===== src/hw/ql_consts.svh =====
/*
 * Constants of the QL bus glue
 *  - bus clock divider ratios per CPU speed
 *  - refresh divider and reset stretch length
 *  - GoldCard register offsets and the QL-SD data register
 */
`ifndef QL_CONSTS_SVH
`define QL_CONSTS_SVH

// ============================================================
// Clock dividers, 84 MHz system clock
// ============================================================

`define QL_DIV_BUS_QL     4'd11   // 7.64 MHz, original QL timing
`define QL_DIV_BUS_16     4'd5    // 16.8 MHz GoldCard
`define QL_DIV_BUS_24     4'd3    // 28 MHz SuperGoldCard
`define QL_DIV_BUS_FULL   4'd2    // 42 MHz, as fast as the bus goes

// About 131 kHz, SDRAM refresh and RTC tick
`define QL_DIV_REFRESH    10'd640

// ============================================================
// Reset and register map
// ============================================================

// Bus cycles that the CPU stays in reset after the system reset
`define QL_RESET_HOLD     5'd16

// GoldCard I/O page offsets, upper byte writes only
`define QL_GC_SHADOW_ON   8'h60   // glo_rena
`define QL_GC_SHADOW_OFF  8'h64   // glo_rdis

// Only QL-SD register that returns data
`define QL_QLSD_DATA_REG  16'hFEE4

`endif

===== src/hw/ql_bus_pkg.sv =====
/*
 * Types shared by the bus glue and its testbench
 *  - CPU bus bundle and SDRAM request
 *  - CPU speed and RAM size codes
 *  - read source, acknowledge source and peripheral selects
 */
package ql_bus_pkg;

	// CPU speed, picks the bus divider
	typedef enum logic [1:0] {
		SPEED_QL   = 2'd0,	// Original QL
		SPEED_16   = 2'd1,
		SPEED_24   = 2'd2,
		SPEED_FULL = 2'd3
	} cpu_speed_e;

	// RAM size, 4096K also turns on GoldCard mode
	typedef enum logic [1:0] {
		RAM_128K  = 2'd0,
		RAM_640K  = 2'd1,
		RAM_896K  = 2'd2,
		RAM_4096K = 2'd3
	} ram_cfg_e;

	// Where cpu_din comes from
	typedef enum logic [2:0] {
		SRC_IO_ZX   = 3'd0,	// ZX8302 registers
		SRC_IO_QIMI = 3'd1,	// Mouse interface, byte wide
		SRC_IO_NONE = 3'd2,	// Unused I/O, reads zero
		SRC_QL_ROM  = 3'd3,
		SRC_GC_ROM  = 3'd4,	// GoldCard boot ROM
		SRC_SDRAM   = 3'd5,
		SRC_QLSD    = 3'd6,	// SD bridge, byte wide
		SRC_FF      = 3'd7	// Open bus
	} rd_src_e;

	// Who acknowledges the cycle
	typedef enum logic [1:0] {
		DT_SDRAM = 2'd0,
		DT_QLSD  = 2'd1,
		DT_ONE   = 2'd2	// No wait states
	} dtack_src_e;

	// CPU side of the bus, strobes active high
	typedef struct packed {
		logic [23:0] addr;	// Raw, not yet masked
		logic        as;
		logic        rw;	// High for read
		logic        uds;
		logic        lds;
		logic [15:0] wdata;
	} cpu_bus_t;

	typedef struct packed {
		logic [23:0] addr;	// Word address
		logic [15:0] data;
		logic        we;
		logic        oe;
		logic        uds;
		logic        lds;
	} sdram_req_t;

	typedef struct packed {
		logic [15:0] ql_rom;
		logic [15:0] gc_rom;
		logic [15:0] sdram;
		logic [15:0] zx8302;
		logic [7:0]  qimi;
		logic [7:0]  qlsd;
	} rd_sources_t;

	typedef struct packed {
		logic zx8302_sel;
		logic qimi_sel;
		logic qlsd_sel;
	} io_sel_t;

endpackage


===== src/hw/ql_bus_glue.sv =====
/*
 * QL bus glue top level
 *  - clock enables, reset sequencer, bus controller
 *  - read data and acknowledge mux
 */
`timescale 1ns/100ps

module ql_bus_glue import ql_bus_pkg::*; (
	input  logic        clk_sys,
	input  logic        reset,
	input  cpu_speed_e  cpu_speed,
	input  ram_cfg_e    ram_cfg_req,
	input  cpu_bus_t    cpu_bus,
	input  rd_sources_t rd_sources,
	input  logic        sdram_dtack,
	input  logic        qlsd_dtack,
	output logic        ce_bus_p,
	output logic        ce_bus_n,
	output logic        ce_refresh,
	output logic        cpu_reset,
	output logic [15:0] cpu_din,
	output logic        cpu_dtack,
	output sdram_req_t  sdram_req,
	output logic        vram_we,
	output logic [1:0]  vram_be,
	output io_sel_t     io_sel,
	output logic [7:0]  mc_stat
);

	ram_cfg_e   ram_cfg;	// Latched RAM size
	rd_src_e    rd_src;
	dtack_src_e dtack_src;

	bus_clock_enables u_bus_clock_enables (
		.clk_sys    (clk_sys),
		.reset      (reset),
		.cpu_speed  (cpu_speed),
		.ce_bus_p   (ce_bus_p),
		.ce_bus_n   (ce_bus_n),
		.ce_refresh (ce_refresh)
	);

	reset_sequencer u_reset_sequencer (
		.clk_sys     (clk_sys),
		.reset       (reset),
		.ce_bus_p    (ce_bus_p),
		.ram_cfg_req (ram_cfg_req),
		.cpu_reset   (cpu_reset),
		.ram_cfg     (ram_cfg)
	);

	bus_controller u_bus_controller (
		.clk_sys   (clk_sys),
		.cpu_reset (cpu_reset),
		.ram_cfg   (ram_cfg),
		.cpu_bus   (cpu_bus),
		.sdram_req (sdram_req),
		.vram_we   (vram_we),
		.vram_be   (vram_be),
		.io_sel    (io_sel),
		.mc_stat   (mc_stat),
		.rd_src    (rd_src),
		.dtack_src (dtack_src)
	);

	read_data_mux u_read_data_mux (
		.rd_src      (rd_src),
		.dtack_src   (dtack_src),
		.rd_sources  (rd_sources),
		.sdram_dtack (sdram_dtack),
		.qlsd_dtack  (qlsd_dtack),
		.cpu_din     (cpu_din),
		.cpu_dtack   (cpu_dtack)
	);

endmodule


===== src/hw/read_data_mux.sv =====
/*
 * CPU read data and acknowledge
 *  - picks the read word from the source chosen by the controller
 *  - byte wide sources are copied into both halves
 */
`timescale 1ns/100ps

module read_data_mux import ql_bus_pkg::*; (
	input  rd_src_e     rd_src,
	input  dtack_src_e  dtack_src,
	input  rd_sources_t rd_sources,
	input  logic        sdram_dtack,
	input  logic        qlsd_dtack,
	output logic [15:0] cpu_din,
	output logic        cpu_dtack
);

	// ============================================================
	// Data path
	// ============================================================

	always_comb begin
		case (rd_src)
		SRC_IO_ZX:   cpu_din = rd_sources.zx8302;
		SRC_IO_QIMI: cpu_din = {rd_sources.qimi, rd_sources.qimi};	// 8-bit device
		SRC_IO_NONE: cpu_din = 16'h0000;	// Empty I/O reads zero
		SRC_QL_ROM:  cpu_din = rd_sources.ql_rom;
		SRC_GC_ROM:  cpu_din = rd_sources.gc_rom;
		SRC_SDRAM:   cpu_din = rd_sources.sdram;
		SRC_QLSD:    cpu_din = {rd_sources.qlsd, rd_sources.qlsd};
		SRC_FF:      cpu_din = 16'hFFFF;	// Nothing there
		endcase
	end

	// ============================================================
	// Acknowledge
	// ============================================================

	// Slow sources hold the cycle by keeping dtack low
	always_comb begin
		case (dtack_src)
		DT_SDRAM: cpu_dtack = sdram_dtack;
		DT_QLSD:  cpu_dtack = qlsd_dtack;
		default:  cpu_dtack = 1'b1;	// ROM and I/O, no wait
		endcase
	end

endmodule


===== src/hw/bus_controller.sv =====
/*
 * Bus controller
 *  - address wrap per RAM size, QL and GoldCard memory map decode
 *  - GoldCard ROM shadow flag and display control register
 *  - SDRAM request, VRAM write strobe, peripheral selects
 *  - read data and acknowledge source selection
 */
`timescale 1ns/100ps
`include "ql_consts.svh"

module bus_controller import ql_bus_pkg::*; (
	input  logic       clk_sys,
	input  logic       cpu_reset,
	input  ram_cfg_e   ram_cfg,
	input  cpu_bus_t   cpu_bus,
	output sdram_req_t sdram_req,
	output logic       vram_we,
	output logic [1:0] vram_be,
	output io_sel_t    io_sel,
	output logic [7:0] mc_stat,
	output rd_src_e    rd_src,
	output dtack_src_e dtack_src
);

	logic [23:0] addr_mask;
	logic [23:0] addr;	// Masked CPU address
	logic gc_en, cpu_rd, cpu_wr, cpu_io;
	logic ql_io, cpu_bram, cpu_xram, cpu_ram;
	logic cpu_rom, cpu_ext_rom, cpu_os_rom;
	logic gc_io, gc_ram1, gc_ram2, gc_boot_rom, gc_os_rom;
	logic qimi_hit, zx_hit;
	logic qlsd_en, qlsd_reg, qlsd_dat, qlsd_rd, qlsd_sel;
	logic rom_shadow, shadow_rd, shadow_wr;
	logic mc_stat_we, gc_reg_we;
	logic sdram_oe, sdram_we;

	// ============================================================
	// Address wrap and strobes
	// ============================================================

	always_comb begin
		case (ram_cfg)
		RAM_128K: addr_mask = 24'h03FFFF;	// 256 KB
		RAM_640K, RAM_896K: addr_mask = 24'h0FFFFF;	// 1 MB
		default: addr_mask = 24'h7FFFFF;	// 8 MB
		endcase
	end

	assign addr   = cpu_bus.addr & addr_mask;
	assign gc_en  = (ram_cfg == RAM_4096K);
	assign cpu_rd = cpu_bus.as && cpu_bus.rw && (cpu_bus.uds || cpu_bus.lds);
	assign cpu_wr = cpu_bus.as && !cpu_bus.rw && (cpu_bus.uds || cpu_bus.lds);
	assign cpu_io = cpu_rd || cpu_wr;

	// QL regions
	assign ql_io       = (addr[23:14] == 10'h006);	// 18000-1BFFF
	assign cpu_bram    = (addr[23:17] == 7'h01);	// 20000-3FFFF
	assign cpu_rom     = (addr[23:16] == 8'h00);	// 0-FFFF
	assign cpu_ext_rom = (addr[23:14] == 10'h003);	// C000-FFFF
	assign cpu_os_rom  = cpu_rom && !cpu_ext_rom;

	// Extended RAM from 40000 up
	assign cpu_xram =
		(ram_cfg == RAM_640K && addr[23:20] == 4'h0 && ^addr[19:18]) ||
		(ram_cfg == RAM_896K && addr[23:20] == 4'h0 && |addr[19:18]) ||
		(ram_cfg == RAM_4096K && addr[23:22] == 2'b00 && |addr[21:18]);

	// GoldCard spaces
	assign gc_io       = gc_en && (addr[23:8] == 16'h01C0);	// 1C000-1C0FF
	assign gc_ram1     = gc_en && (addr[23:15] == 9'h002);	// 10000-17FFF
	assign gc_ram2     = gc_en && (addr[23:14] == 10'h007) && !gc_io;
	assign gc_boot_rom = gc_en && (addr[23:16] == 8'h04);	// Boot ROM again
	assign gc_os_rom   = gc_en && (addr[23:16] == 8'h40);	// Plain OS ROM

	assign cpu_ram = cpu_bram || cpu_xram || gc_ram1 || gc_ram2;

	// Internal I/O, mouse takes the top page
	assign qimi_hit = ql_io && (addr[13:8] == 6'h3F);
	assign zx_hit   = ql_io && !qimi_hit && !addr[6];

	// QL-SD sits in the ROM area, reads only
	assign qlsd_en  = (!gc_en || rom_shadow) && cpu_rom && cpu_rd;
	assign qlsd_reg = qlsd_en && (addr[15:4] == 12'hFEE || addr[15:4] == 12'hFEF);
	assign qlsd_dat = qlsd_en && (addr[15:8] == 8'hFF);
	assign qlsd_sel = qlsd_reg || qlsd_dat;
	assign qlsd_rd  = qlsd_en && (addr[15:0] == `QL_QLSD_DATA_REG);

	assign io_sel.zx8302_sel = cpu_io && zx_hit;
	assign io_sel.qimi_sel   = cpu_io && qimi_hit;
	assign io_sel.qlsd_sel   = qlsd_sel;

	// ============================================================
	// Registers
	// ============================================================

	// ZX8301 has one write-only register at 18063
	assign mc_stat_we = ql_io && addr[6] && addr[5] && addr[1] && cpu_wr && cpu_bus.lds;
	assign gc_reg_we  = gc_io && cpu_wr && cpu_bus.uds && !cpu_bus.lds;

	always_ff @(posedge clk_sys) begin
		if (cpu_reset) begin
			rom_shadow <= 1'b0;
			mc_stat <= 8'h00;
		end else begin
			if (mc_stat_we)
				mc_stat <= cpu_bus.wdata[7:0];
			if (gc_reg_we) begin
				if (addr[7:0] == `QL_GC_SHADOW_ON)
					rom_shadow <= 1'b1;	// OS ROM now from SDRAM
				else if (addr[7:0] == `QL_GC_SHADOW_OFF)
					rom_shadow <= 1'b0;
			end
		end
	end

	// ============================================================
	// Memory requests and source selection
	// ============================================================

	// Shadow RAM is filled while off, read back once on
	assign shadow_rd = cpu_rd && cpu_os_rom && rom_shadow;
	assign shadow_wr = cpu_wr && cpu_os_rom && !rom_shadow;
	assign sdram_oe  = cpu_rd && (cpu_ram || shadow_rd);
	assign sdram_we  = cpu_wr && (cpu_ram || shadow_wr);

	always_comb begin
		sdram_req.addr = {1'b0, addr[23:1]};	// Word address
		sdram_req.data = cpu_bus.wdata;
		sdram_req.we = sdram_we;
		sdram_req.oe = sdram_oe;
		sdram_req.uds = cpu_bus.uds;
		sdram_req.lds = cpu_bus.lds;
	end

	// VRAM is the 64 KB bank at 20000
	assign vram_we = cpu_wr && (addr[23:16] == 8'h02);
	assign vram_be = {cpu_bus.uds, cpu_bus.lds};

	always_comb begin
		if (ql_io) begin	// I/O is mapped in every mode
			if (qimi_hit)
				rd_src = SRC_IO_QIMI;
			else if (zx_hit)
				rd_src = SRC_IO_ZX;
			else
				rd_src = SRC_IO_NONE;
		end else if (!gc_en) begin	// QL mode
			if (qlsd_rd)
				rd_src = SRC_QLSD;
			else if (cpu_rom)
				rd_src = SRC_QL_ROM;
			else if (cpu_ram)
				rd_src = SRC_SDRAM;
			else
				rd_src = SRC_FF;
		end else if (!rom_shadow) begin	// GoldCard boot mapping
			if (cpu_rom || gc_boot_rom)
				rd_src = SRC_GC_ROM;
			else if (gc_os_rom)
				rd_src = SRC_QL_ROM;
			else if (cpu_ram)
				rd_src = SRC_SDRAM;
			else
				rd_src = SRC_FF;
		end else begin	// GoldCard with shadow on
			if (cpu_os_rom)
				rd_src = SRC_SDRAM;
			else if (qlsd_rd)
				rd_src = SRC_QLSD;
			else if (cpu_ext_rom || gc_os_rom)
				rd_src = SRC_QL_ROM;
			else if (cpu_ram)
				rd_src = SRC_SDRAM;
			else
				rd_src = SRC_FF;
		end
	end

	always_comb begin
		if (qlsd_sel)
			dtack_src = DT_QLSD;
		else if (sdram_oe || sdram_we)
			dtack_src = DT_SDRAM;	// Wait for the controller
		else
			dtack_src = DT_ONE;
	end

endmodule


===== src/hw/reset_sequencer.sv =====
/*
 * Reset sequencer
 *  - CPU reset stretched by a number of bus cycles
 *  - RAM size latch, open only while the CPU is held
 */
`timescale 1ns/100ps
`include "ql_consts.svh"

module reset_sequencer import ql_bus_pkg::*; (
	input  logic     clk_sys,
	input  logic     reset,
	input  logic     ce_bus_p,
	input  ram_cfg_e ram_cfg_req,
	output logic     cpu_reset,
	output ram_cfg_e ram_cfg
);

	logic [4:0] hold_cnt;	// Bus cycles left in reset

	always_ff @(posedge clk_sys) begin
		if (reset)
			hold_cnt <= `QL_RESET_HOLD;	// Reload while held
		else if (ce_bus_p && hold_cnt != 5'd0)
			hold_cnt <= hold_cnt - 5'd1;
	end

	// Latency scales with CPU speed
	assign cpu_reset = (hold_cnt != 5'd0);

	// RAM size only sampled with the CPU stopped,
	// so the memory map never moves under running code
	always_ff @(posedge clk_sys) begin
		if (cpu_reset)
			ram_cfg <= ram_cfg_req;
	end

endmodule


===== src/hw/bus_clock_enables.sv =====
/*
 * Bus clock enables
 *  - two-phase CPU bus enables, ratio set by the CPU speed
 *  - free-running refresh strobe
 */
`timescale 1ns/100ps
`include "ql_consts.svh"

module bus_clock_enables import ql_bus_pkg::*; (
	input  logic       clk_sys,
	input  logic       reset,
	input  cpu_speed_e cpu_speed,
	output logic       ce_bus_p,
	output logic       ce_bus_n,
	output logic       ce_refresh
);

	logic [3:0] div_bus;	// Bus phase counter
	logic [3:0] div_ratio;	// Period for this speed
	logic [3:0] div_half;	// Where the n phase sits
	logic [9:0] div_ref;	// Refresh counter

	// Ratio lookup, speed only moves while in reset
	always_comb begin
		case (cpu_speed)
		SPEED_QL: div_ratio = `QL_DIV_BUS_QL;
		SPEED_16: div_ratio = `QL_DIV_BUS_16;
		SPEED_24: div_ratio = `QL_DIV_BUS_24;
		default: div_ratio = `QL_DIV_BUS_FULL;
		endcase
		div_half = div_ratio >> 1;	// Integer N/2
	end

	// ============================================================
	// Counters and registered strobes
	// ============================================================

	always_ff @(posedge clk_sys) begin
		if (reset) begin
			div_bus <= '0;
			div_ref <= '0;
			ce_bus_p <= 1'b0;
			ce_bus_n <= 1'b0;
			ce_refresh <= 1'b0;
		end else begin
			if (div_bus == div_ratio - 4'd1)
				div_bus <= '0;	// Wrap at the speed ratio
			else
				div_bus <= div_bus + 4'd1;

			if (div_ref == `QL_DIV_REFRESH - 10'd1)
				div_ref <= '0;
			else
				div_ref <= div_ref + 10'd1;

			// One clean pulse per period each
			ce_bus_p <= (div_bus == 4'd0);
			ce_bus_n <= (div_bus == div_half);
			ce_refresh <= (div_ref == 10'd0);
		end
	end

endmodule


===== config.mk =====
export PLATFORM = sky130hd
export DESIGN_NAME = ql_bus_glue
export DESIGN_NICKNAME = d
export VERILOG_FILES = /design/src/hw/ql_bus_pkg.sv /design/src/hw/ql_bus_glue.sv /design/src/hw/read_data_mux.sv /design/src/hw/bus_controller.sv /design/src/hw/reset_sequencer.sv /design/src/hw/bus_clock_enables.sv
export VERILOG_INCLUDE_DIRS = /design/src /design/src/hw
export SDC_FILE = /design/constraint.sdc
export NUM_CORES = 1
export LEC_CHECK = 0
export ABC_AREA = 0
export ABC_CLOCK_PERIOD_IN_PS = 3200
export BUFFER_PORTS_ARGS = -buffer_cell sky130_fd_sc_hd__buf_2
export CORE_ASPECT_RATIO = 0.9
export CORE_MARGIN = 1
export CORE_UTILIZATION = 38
export DETAILED_ROUTE_END_ITERATION = 7
export GPL_TIMING_DRIVEN = 0
export PLACE_DENSITY = 0.78
export SYNTH_ARGS = -nofsm -noshare
export SYNTH_HDL_FRONTEND = slang
export SYNTH_SLANG_ARGS = --single-unit

===== constraint.sdc =====
create_clock -name clk_sys -period 3.2 [get_ports clk_sys]
set_input_delay 0.48 -clock clk_sys [delete_from_list [all_inputs] [get_ports clk_sys]]
set_output_delay 0.48 -clock clk_sys [all_outputs]
set_load 0.05 [all_outputs]

==> results of run 1 <==
[flip-flops by register name, indices dropped and copies added (netlist names)]
signal	cells
u_bus_controller.rom_shadow	1
u_bus_clock_enables.ce_bus_n	1
u_bus_clock_enables.div_bus	4
u_bus_clock_enables.ce_refresh	1
u_bus_clock_enables.div_ref	10
u_reset_sequencer.ram_cfg	2
u_bus_controller.mc_stat	8
u_reset_sequencer.hold_cnt	5
u_bus_clock_enables.ce_bus_p	1
[power groups by stage]
stage | sequential [W] | clock [W] | combinational [W]
3_3_place_gp | 0.000482 | 0 | 0.00103
5_1_grt | 0.000475 | 0.000406 | 0.00126
3_5_place_dp | 0.000483 | 0 | 0.00104
2_1_floorplan | 0.000492 | 0 | 0.000768
4_1_cts | 0.000469 | 0.000390 | 0.00115
6_report | 0.000471 | 0.000379 | 0.00118
[cell type report]
| type | instances | area [sq um] |
|---|---|---|
| timing repair buffer | 210 | 1184 |
| sequential | 33 | 680.7 |
| buffer | 58 | 422.9 |
| clock buffer | 6 | 72.57 |
| fill | 682 | 2985 |
| multi-input combinational | 291 | 2079 |
| tap | 96 | 120.1 |
| inverter | 11 | 41.29 |
| clock inverter | 2 | 33.78 |
[stage by stage]
step                      utilization (%)  total power (W)  instances  setup slack, ns  setup TNS, ns
after detailed placement            56.17         0.001524        687          -0.5217         -7.473
final                               60.82         0.002031        707          -0.4911         -7.179
after floorplan                         -         0.001260        393          -0.1270         -1.796
after global routing                60.82         0.002137        707          -0.6383         -9.301
after CTS                           59.72         0.002011        703          -0.4587         -6.607
after global placement              56.17         0.001508        687          -0.4704         -6.997
[layout by cell type, fill, tap and decap left out, drive strengths merged, types with 3 or more instances in the layout]
cell type	netlist	layout
buf	49	260
nor2	46	46
nand2	40	40
dfxtp	31	31
nand3	25	25
a21oi	24	24
nand2b	15	15
a221o	14	14
clkbuf	9	14
inv	11	11
mux2i	10	10
nor4	8	8
and3	7	7
a221oi	7	7
xor2	7	7
ha	7	7
o21ai	7	7
nand4	6	6
xnor2	6	6
nor3	6	6
and2	5	5
nand4b	5	5
or4	4	4
and3b	3	3
nor4b	3	3
a31oi	3	3
nor3b	3	3
[layer usage]
metal | track usage (%) | share of wire (%) | wire length (microns) | up-vias
li1 | - | - | - | 1809
met1 | 29.07 | 38 | 4148 | 1746
met2 | 44.61 | 52 | 5630 | 162
met3 | 5.439 | 7.2 | 784 | 37
met4 | 10.31 | 3.2 | 351 | 0
met5 | 0 | 0 | 0 | -
[how the worst max path moves through the flow]
stage                  to  slack, ns  cells after the start
2_1_floorplan  cpu_din[9]      -0.13                     11
3_3_place_gp   cpu_din[0]      -0.47                     10
3_5_place_dp   cpu_din[0]      -0.52                     10
4_1_cts        cpu_din[6]      -0.46                     11
5_1_grt        cpu_din[6]      -0.64                     11
6_report       cpu_din[5]      -0.49                     11
[logic make-up (layout without fill, tap and decap cells)]
group | Yosys count | count (layout) | share of synthesized area (%)
and+or+nand+nor | 186 | 186 | 33.98
AOI/OAI and AO/OA | 72 | 72 | 18.41
buffers and inverters | 69 | 287 | 14.50
DFF | 33 | 33 | 22.60
xor gates and xnor gates | 13 | 13 | 3.781
muxes | 11 | 11 | 3.698
adders and majority gates | 7 | 7 | 2.908
other | 1 | 2 | 0.1245
[worst register-to-register path: cells and delay by family, from the launching register on]
kind	cells	cell delay, ns
flops	1	0.43
mux	1	0.25
fa+ha+maj	1	0.18
buf+inv	4	0.67
compound gates	1	0.19
simple gates	3	0.90
[what timing repair did]
item,in CTS,in global routing
endpoints found under the setup margin,18,18
gates resized for setup,34,16
buffers inserted,8,4
pin swaps,6,8
==> out/qor.yml, run 1 <==
global_routing:
  grt_first_pass_wirelength_mm: 16.30
  gr-total-overflow: 0
  antenna_found_initial: 0
  grt_pass1_vias: 3391
  grtUsageTotal_pct: 25.14
  grt_max_degree: 13
timing:
  rsz0062_at_grt: "yes"
  fin_crit_sh_pct: 115.3
  drv_slew: 0
  hold_viol: 0
  fmax_mhz: 270.9
  finalSetupViolCount: 16
  finalCriticalPeriod_ns: 3.691
  clock_skew_ns: 0.004762
  slew_headroom_pct: 56.57
  worstMarginPinSlew_ns: 0.6490
  finalWorstSetupSlack_ns: -0.4911
  holdWs_ns: 0.3685
placed_design:
  dpl.hpwl_mm: 8.811
  place_area_sq_um: 4280
  port_buffers: 198
  routabilityCongestion: 0.9016
power_and_ir_drop:
  power.leakage_nw: 2.292
  pwr-share-comb_pct: 58.2
  seqPwrFrac_pct: 23.2
  p_int_w: 0.001131
  power_switching_w: 0.0009004
  switching_share_pct: 44.33
  peakVddDrop_v: 0.0002784
  pwr_density_cell_nw_per_um2: 438.3
  clkPwrFrac_pct: 18.6
route:
  drc: 0
  vias_per_cell: 5.310
  first_iter_violations: 134
  routed_wl_mm: 10.91
  vias: 3754
  detail_route.wl_per_cell_microns: 15.44
  drt_pass1_iterations: 4
  final_antenna_net_count: 0
clock_tree:
  clk_pin_slew_worst_paths_ns: 0.07
  clockBufferDepth: 2
  htreeDepth: 2
  tritoncts: "done"
  clk_latency_ns: 0.28
  cts_hold_buf: 0
  cts_buffers: 5
  cts-root-buf: "clkbuf_8"
  cts_sinks: 33
layout:
  syn2layout_area_growth_pct: 53.88
  num_antenna_cells: 0
  fin_nets: 749
  drive_above_1_share_pct: 52.86
  final_area_sq_um: 4634
worst_setup_path:
  end_kind: "output pin"
  critPathMostFrequentCell: "nor3b_4"
  cp-startpoint: "u_reset_sequencer.ram_cfg[1]$_DFFE_PN_"
  r2r_start: "u_reset_sequencer.ram_cfg[1]$_DFFE_PN_"
  worst-path-max-fanout: 10
  r2r_cells: 10
  r2r_setup_slack_ns: 0.45
  arrival_ns: 3.21
  r2r-end: "u_bus_controller.mc_stat[6]$_SDFFE_PN0P_"
  crit_buf_inv: 2
  critPathMaxStageDelay_ns: 0.52
  crit_chain: "buf_8 -> o21ai_4 -> ha_4 -> nor3b_4 -> or4b_4 -> nor3b_4 -> a211oi_4 -> nand4b_4 -> nand2_1 -> a221o_2 -> buf_4"
  crit_path_top_delay_cell: "or4b_4"
  start_kind: "flop"
  worstSetupPathType: "reg -> out"
  cp.required_ns: 2.72
  critPathTopFamily: "simple AND/OR/NAND/NOR gates"
hold_path:
  hold_depth: 1
  hp-start: "ram_cfg_req[0]"
  hold_end: "u_reset_sequencer.ram_cfg[0]$_DFFE_PN_"
  hold_class: "in -> reg"
logic_synthesis:
  async_flop_share_pct: 0
  yosys_most_used_dff: "dfxtp_1"
  syn_avg_cell_area_sq_um: 7.683
  ys.warnings.count: 0
  yosys.area.top_type_share_pct: 20.61
  syn-instance-count: 392
  ys_seq_area_share_pct: 22.60
  syn_area_sq_um: 3012
  synth_edf_count: 2
  yosysMostFrequentCell: "nor2_1"
  synth_cell_types: 62
  ys_top_cells_by_area: "dfxtp_1 (21%), buf_4 (11%), nor2_1 (5.7%), nand2_1 (5.0%), a221o_1 (4.7%)"
  synth_top_cell_by_area: "dfxtp_1"
  synth_common_cells: "nor2_1 (46), buf_4 (44), nand2_1 (40)"
  ys_seq_elements: 33
floorplanning:
  initial_core_util_pct: 39.52
  rows: 30
  die_area_sq_um: 8286
  die-height_microns: 86.46
  die_w_microns: 95.84
  io_pins: 211
  core_region_area_sq_um: 7620
flow_run:
  cap_violations: 0
run_status:
  outcome: "finished, violations left"
  violations: "negative setup slack"
No activity file was read; power rests on OpenSTA's default activity.
==> run 2: changes to the inputs <==
==> constraint.sdc (replaced) <==
create_clock -name clk_sys -period 3.2 [get_ports clk_sys]
set_input_delay 0.8 -clock clk_sys [delete_from_list [all_inputs] [get_ports clk_sys]]
set_output_delay 0.8 -clock clk_sys [all_outputs]
set_load 0.05 [all_outputs]
==> out/qor.yml, run 2 (synthesized netlist as in run 1, its figures left out) <==
power_and_ir_drop:
  clkPwrFrac_pct: 18.4
  power.leakage_nw: 2.359
  pwr-share-comb_pct: 58.8
  power_switching_w: 0.0009126
  pwr_density_cell_nw_per_um2: 427.1
  seqPwrFrac_pct: 22.8
  p_int_w: 0.001150
  peakVddDrop_v: 0.0004162
  switching_share_pct: 44.25
timing:
  clock_skew_ns: 0.007058
  hold_viol: 0
  fin_setup_tns_ns: -13.40
  worstMarginPinSlew_ns: 0.5733
  rsz0062_at_grt: "yes"
  fin_crit_sh_pct: 127.5
  slew_headroom_pct: 61.61
  drv_slew: 0
  finalCriticalPeriod_ns: 4.081
  finalWorstSetupSlack_ns: -0.8806
  finalSetupViolCount: 17
  fmax_mhz: 245.1
route:
  drt_pass1_iterations: 4
  vias_per_cell: 5.308
  final_antenna_net_count: 0
  routed_wl_mm: 11.18
  drc: 0
  first_iter_violations: 168
  detail_route.wl_per_cell_microns: 15.57
  vias: 3811
clock_tree:
  tritoncts: "done"
  clk_latency_ns: 0.29
  htreeDepth: 2
  cts_sinks: 33
  clockBufferDepth: 2
  cts-root-buf: "clkbuf_8"
  clk_pin_slew_worst_paths_ns: 0.07
  cts_buffers: 5
global_routing:
  antenna_found_initial: 2
  grtUsageTotal_pct: 24.37
  grt_first_pass_wirelength_mm: 15.82
  grt_pass1_vias: 3425
  gr-total-overflow: 0
  grt_max_degree: 13
run_status:
  violations: "negative setup slack"
  outcome: "finished, violations left"
worst_setup_path:
  crit_chain: "buf_8 -> o21ai_4 -> ha_4 -> nor3b_4 -> or4b_4 -> nor3b_4 -> a211oi_4 -> buf_4 -> buf_6 -> nand3_2 -> a21oi_1 -> a221o_2 -> buf_6"
  end_kind: "output pin"
  critPathTopFamily: "simple AND/OR/NAND/NOR gates"
  arrival_ns: 3.28
  worstSetupPathType: "reg -> out"
  crit_buf_inv: 4
  worst-path-max-fanout: 7
  cp.required_ns: 2.40
  crit_path_top_delay_cell: "or4b_4"
  critPathMaxStageDelay_ns: 0.53
  start_kind: "flop"
layout:
  largest_register_ff_count: 10
  reg_top3: "u_bus_clock_enables.div_ref (10), u_bus_controller.mc_stat (8), u_reset_sequencer.hold_cnt (5)"
  final_cell_mix: "buf_2 (177), buf_4 (68), nor2_1 (44), nand2_1 (37), dfxtp_1 (31)"
  fin_nets: 758
  largest_register: "u_bus_clock_enables.div_ref"
  drive_above_1_share_pct: 54.35
  layout_commonest_cell: "buf_2"
  syn2layout_area_growth_pct: 60.32
floorplanning:
  initial_core_util_pct: 39.52
  die-height_microns: 86.46
  io_pins: 211
  die_w_microns: 95.84
  core_region_area_sq_um: 7620
  die_area_sq_um: 8286
  rows: 30
flow_run:
  cap_violations: 0
placed_design:
  dp_slack_ns: -0.9690
  routabilityCongestion: 0.8694
  port_buffers: 198
  dpl.hpwl_mm: 8.549
hold_path:
  hold_class: "reg -> reg"
==> run 2: timing repair <==
action / in CTS / in global routing
setup buffers: 14 / 10
gates cloned: 0 / 1
hold buffers: 0 / 0
pin swaps: 13 / 8
setup endpoints to repair: 22 / 22
gates resized for setup: 61 / 22
==> run 2: area by class of cell <==
| cell class | count | area, sq um |
|---|---|---|
| fill | 681 | 2791 |
| clock buffer | 5 | 68.82 |
| inverter | 11 | 43.79 |
| clock inverter | 3 | 41.29 |
| buffer | 56 | 422.9 |
| sequential | 33 | 680.7 |
| tap | 96 | 120.1 |
| timing repair buffer | 221 | 1319 |
| multi-input combinational | 291 | 2127 |
| antenna | 2 | 5.005 |
==> run 2: through the flow <==
stage,hold WS (ns),total power [W],instance area (sq um),utilization (%),std cells
floorplan,0.4174,0.001258,3166,-,393
detailed placement,0.4480,0.001518,4277,56.12,687
global placement,0.4265,0.001504,4277,56.12,687
CTS,0.4660,0.002025,4690,61.54,708
finish,0.4587,0.002062,4828,63.37,718
global route,0.4917,0.002159,4828,63.37,718
==> run 2: power by group through the flow <==
stage	combinational [W]	sequential, W	clock (W)
after floorplan	0.000766	0.000492	0
after global placement	0.00102	0.000482	0
after detailed placement	0.00104	0.000483	0
after CTS	0.00116	0.000469	0.000393
after global routing	0.00128	0.000473	0.000409
final	0.00121	0.000470	0.000379
==> run 2: metal layers <==
layer | vias up | routed length (microns) | track usage (%)
met5 | - | 0 | 0
met2 | 192 | 5722 | 44.48
met3 | 25 | 983 | 5.877
li1 | 1836 | - | -
met4 | 0 | 249 | 8.684
met1 | 1758 | 4221 | 27.32
==> run 2: worst paths after layout <==
kind | start | end | slack [ns] | depth (start not counted)
hold / removal | u_reset_sequencer.hold_cnt[4]$_SDFFE_PP1P_ | u_reset_sequencer.hold_cnt[4]$_SDFFE_PP1P_ | 0.46 | 1
setup reg to reg | u_reset_sequencer.ram_cfg[1]$_DFFE_PN_ | u_bus_controller.mc_stat[0]$_SDFFE_PN0P_ | 0.41 | 11
hold reg to reg | u_reset_sequencer.hold_cnt[4]$_SDFFE_PP1P_ | u_reset_sequencer.hold_cnt[4]$_SDFFE_PP1P_ | 0.46 | 1
setup / recovery | u_reset_sequencer.ram_cfg[1]$_DFFE_PN_ | cpu_din[7] | -0.88 | 13
==> run 3: changes to the inputs <==
--- a/config.mk
+++ b/config.mk
@@ -7,14 +7,15 @@
 export NUM_CORES = 1
 export LEC_CHECK = 0
 export ABC_AREA = 0
-export ABC_CLOCK_PERIOD_IN_PS = 3200
+export ABC_CLOCK_PERIOD_IN_PS = 4000
 export BUFFER_PORTS_ARGS = -buffer_cell sky130_fd_sc_hd__buf_2
 export CORE_ASPECT_RATIO = 0.9
 export CORE_MARGIN = 1
-export CORE_UTILIZATION = 38
+export CORE_UTILIZATION = 42
+export CTS_CLUSTER_SIZE = 16
 export DETAILED_ROUTE_END_ITERATION = 7
 export GPL_TIMING_DRIVEN = 0
-export PLACE_DENSITY = 0.78
+export PLACE_DENSITY = 0.82
 export SYNTH_ARGS = -nofsm -noshare
 export SYNTH_HDL_FRONTEND = slang
 export SYNTH_SLANG_ARGS = --single-unit
==> constraint.sdc (replaced) <==
create_clock -name clk_sys -period 4 [get_ports clk_sys]
set_input_delay 1 -clock clk_sys [delete_from_list [all_inputs] [get_ports clk_sys]]
set_output_delay 1 -clock clk_sys [all_outputs]
set_load 0.05 [all_outputs]
==> out/qor.yml, run 3 (synthesized netlist as in run 1, its figures left out) <==
hold_path:
  hold_depth: 1
  hp-start: "u_reset_sequencer.hold_cnt[4]$_SDFFE_PP1P_"
  hold_end: "u_reset_sequencer.hold_cnt[4]$_SDFFE_PP1P_"
  hold_class: "reg -> reg"
worst_setup_path:
  r2r_setup_slack_ns: 1.20
  cp.required_ns: 3.00
  r2r_cells: 11
  crit_chain: "buf_8 -> o21ai_4 -> ha_4 -> nor3b_4 -> or4b_4 -> nor3b_4 -> a211oi_4 -> buf_6 -> buf_4 -> nand3_2 -> a21oi_2 -> o32a_4 -> buf_8"
  arrival_ns: 3.38
  end_kind: "output pin"
  critPathMaxStageDelay_ns: 0.53
  start_kind: "primary input"
  crit_path_top_delay_cell: "or4b_4"
  r2r_start: "u_reset_sequencer.ram_cfg[1]$_DFFE_PN_"
  r2r-end: "u_bus_controller.mc_stat[0]$_SDFFE_PN0P_"
  worstSetupPathType: "in -> out"
  worst-path-max-fanout: 3
floorplanning:
  io_pins: 211
  rows: 28
  core_region_area_sq_um: 6761
  die_w_microns: 91.26
  initial_core_util_pct: 44.54
  die-height_microns: 82.34
  die_area_sq_um: 7514
timing:
  clock_skew_ns: 0.003326
  finalWorstSetupSlack_ns: -0.3824
  hold_viol: 0
  fin_crit_sh_pct: 109.6
  worstMarginPinSlew_ns: 0.6410
  finalSetupViolCount: 16
  fin_setup_tns_ns: -5.479
  fmax_mhz: 228.2
  finalCriticalPeriod_ns: 4.382
  slew_headroom_pct: 57.11
  drv_slew: 0
  rsz0062_at_grt: "yes"
route:
  detail_route.wl_per_cell_microns: 16.28
  drt_pass1_iterations: 5
  routed_wl_mm: 11.56
  drc: 0
  vias_per_cell: 5.503
  vias: 3907
  first_iter_violations: 219
  final_antenna_net_count: 0
layout:
  largest_register: "u_bus_clock_enables.div_ref"
  syn2layout_area_growth_pct: 55.80
  drive_above_1_share_pct: 52.02
  reg_top3: "u_bus_clock_enables.div_ref (10), u_bus_controller.mc_stat (8), u_reset_sequencer.hold_cnt (5)"
  layout_commonest_cell: "buf_2"
  largest_register_ff_count: 10
  n_fill_cell: 562
  final_cell_mix: "buf_2 (184), buf_4 (67), nor2_1 (46), nand2_1 (36), dfxtp_1 (31)"
  finalNonFillerCells: 710
  fin_nets: 757
  utilization_pct: 69.39
flow_run:
  cap_violations: 0
placed_design:
  port_buffers: 198
  routabilityCongestion: 0.8770
  dp_slack_ns: -0.5507
  dp_cells: 681
  dpl.hpwl_mm: 8.710
clock_tree:
  tritoncts: "done"
  cts_hold_buf: 0
  clk_latency_ns: 0.28
  cts_buffers: 5
  clk_pin_slew_worst_paths_ns: 0.06
  htreeDepth: 2
  cts-root-buf: "clkbuf_8"
  clockBufferDepth: 2
  cts_sinks: 33
global_routing:
  gr-total-overflow: 0
  grt_pass1_vias: 3585
  grt_first_pass_wirelength_mm: 17.17
  grtUsageTotal_pct: 28.76
  antenna_found_initial: 1
  grt_max_degree: 13
power_and_ir_drop:
  pwr_density_cell_nw_per_um2: 349.6
  power_w: 0.001640
  power.leakage_nw: 2.318
  peakVddDrop_v: 0.0002730
run_status:
  violations: "negative setup slack"
  outcome: "finished, violations left"
==> run 3: report_power, final <==
group | internal, W | switching, W
clock network | 0.000184 | 0.000117
registers | 0.000356 | 0.0000196
logic | 0.000377 | 0.000587
==> run 3: layer usage <==
| metal | up-vias | routed length (microns) | GRT usage (%) |
|---|---|---|---|
| met5 | - | 0 | 0 |
| met1 | 1810 | 4455 | 33.54 |
| li1 | 1824 | - | - |
| met2 | 231 | 5866 | 52.27 |
| met4 | 0 | 377 | 13.33 |
| met3 | 42 | 859 | 5.128 |
==> run 3: area by class of cell <==
cell class,count,area [sq um],share of cell area (%)
clock inverters,2,33.78,0.7200
clock buffers,6,72.57,1.547
multi-input cells,291,2058,43.87
well taps,90,112.6,2.400
plain buffers,55,380.4,8.107
diodes,1,2.502,0.05333
repair buffers,221,1308,27.87
inverters,11,43.79,0.9333
flip-flops and latches,33,680.7,14.51
==> run 3: metrics by stage <==
| step | area, sq um | hold slack, ns |
|---|---|---|
| 3_3_place_gp | 4205 | 0.4264 |
| 2_1_floorplan | 3102 | 0.4174 |
| 6_report | 4692 | 0.4468 |
| 4_1_cts | 4601 | 0.4509 |
| 3_5_place_dp | 4205 | 0.4353 |
| 5_1_grt | 4692 | 0.4731 |
==> run 3: worst max-delay path, delay by kind of cell <==
family          cells  cell delay (ns)
buf+inv             4             0.52
simple gates        4             1.07
fa+ha+maj           1             0.17
compound gates      4             0.60
==> run 3: what timing repair did <==
action / CTS / global route
setup buffers: 21 / 3
endpoints found under the setup margin: 17 / 17
resized for setup: 47 / 22
cloned: 0 / 0
pin swaps: 10 / 8
==> run 3: worst max-delay path by stage <==
stage | endpoint | cells past startpoint | start | slack (ns)
6_report | cpu_din[6] | 13 | cpu_bus[39] | -0.38
3_5_place_dp | cpu_din[6] | 11 | cpu_bus[38] | -0.55
2_1_floorplan | cpu_din[9] | 10 | cpu_bus[38] | -0.09
3_3_place_gp | cpu_din[9] | 8 | cpu_bus[40] | -0.54
5_1_grt | cpu_din[14] | 13 | cpu_bus[39] | -0.45
4_1_cts | cpu_din[6] | 12 | cpu_bus[38] | -0.37
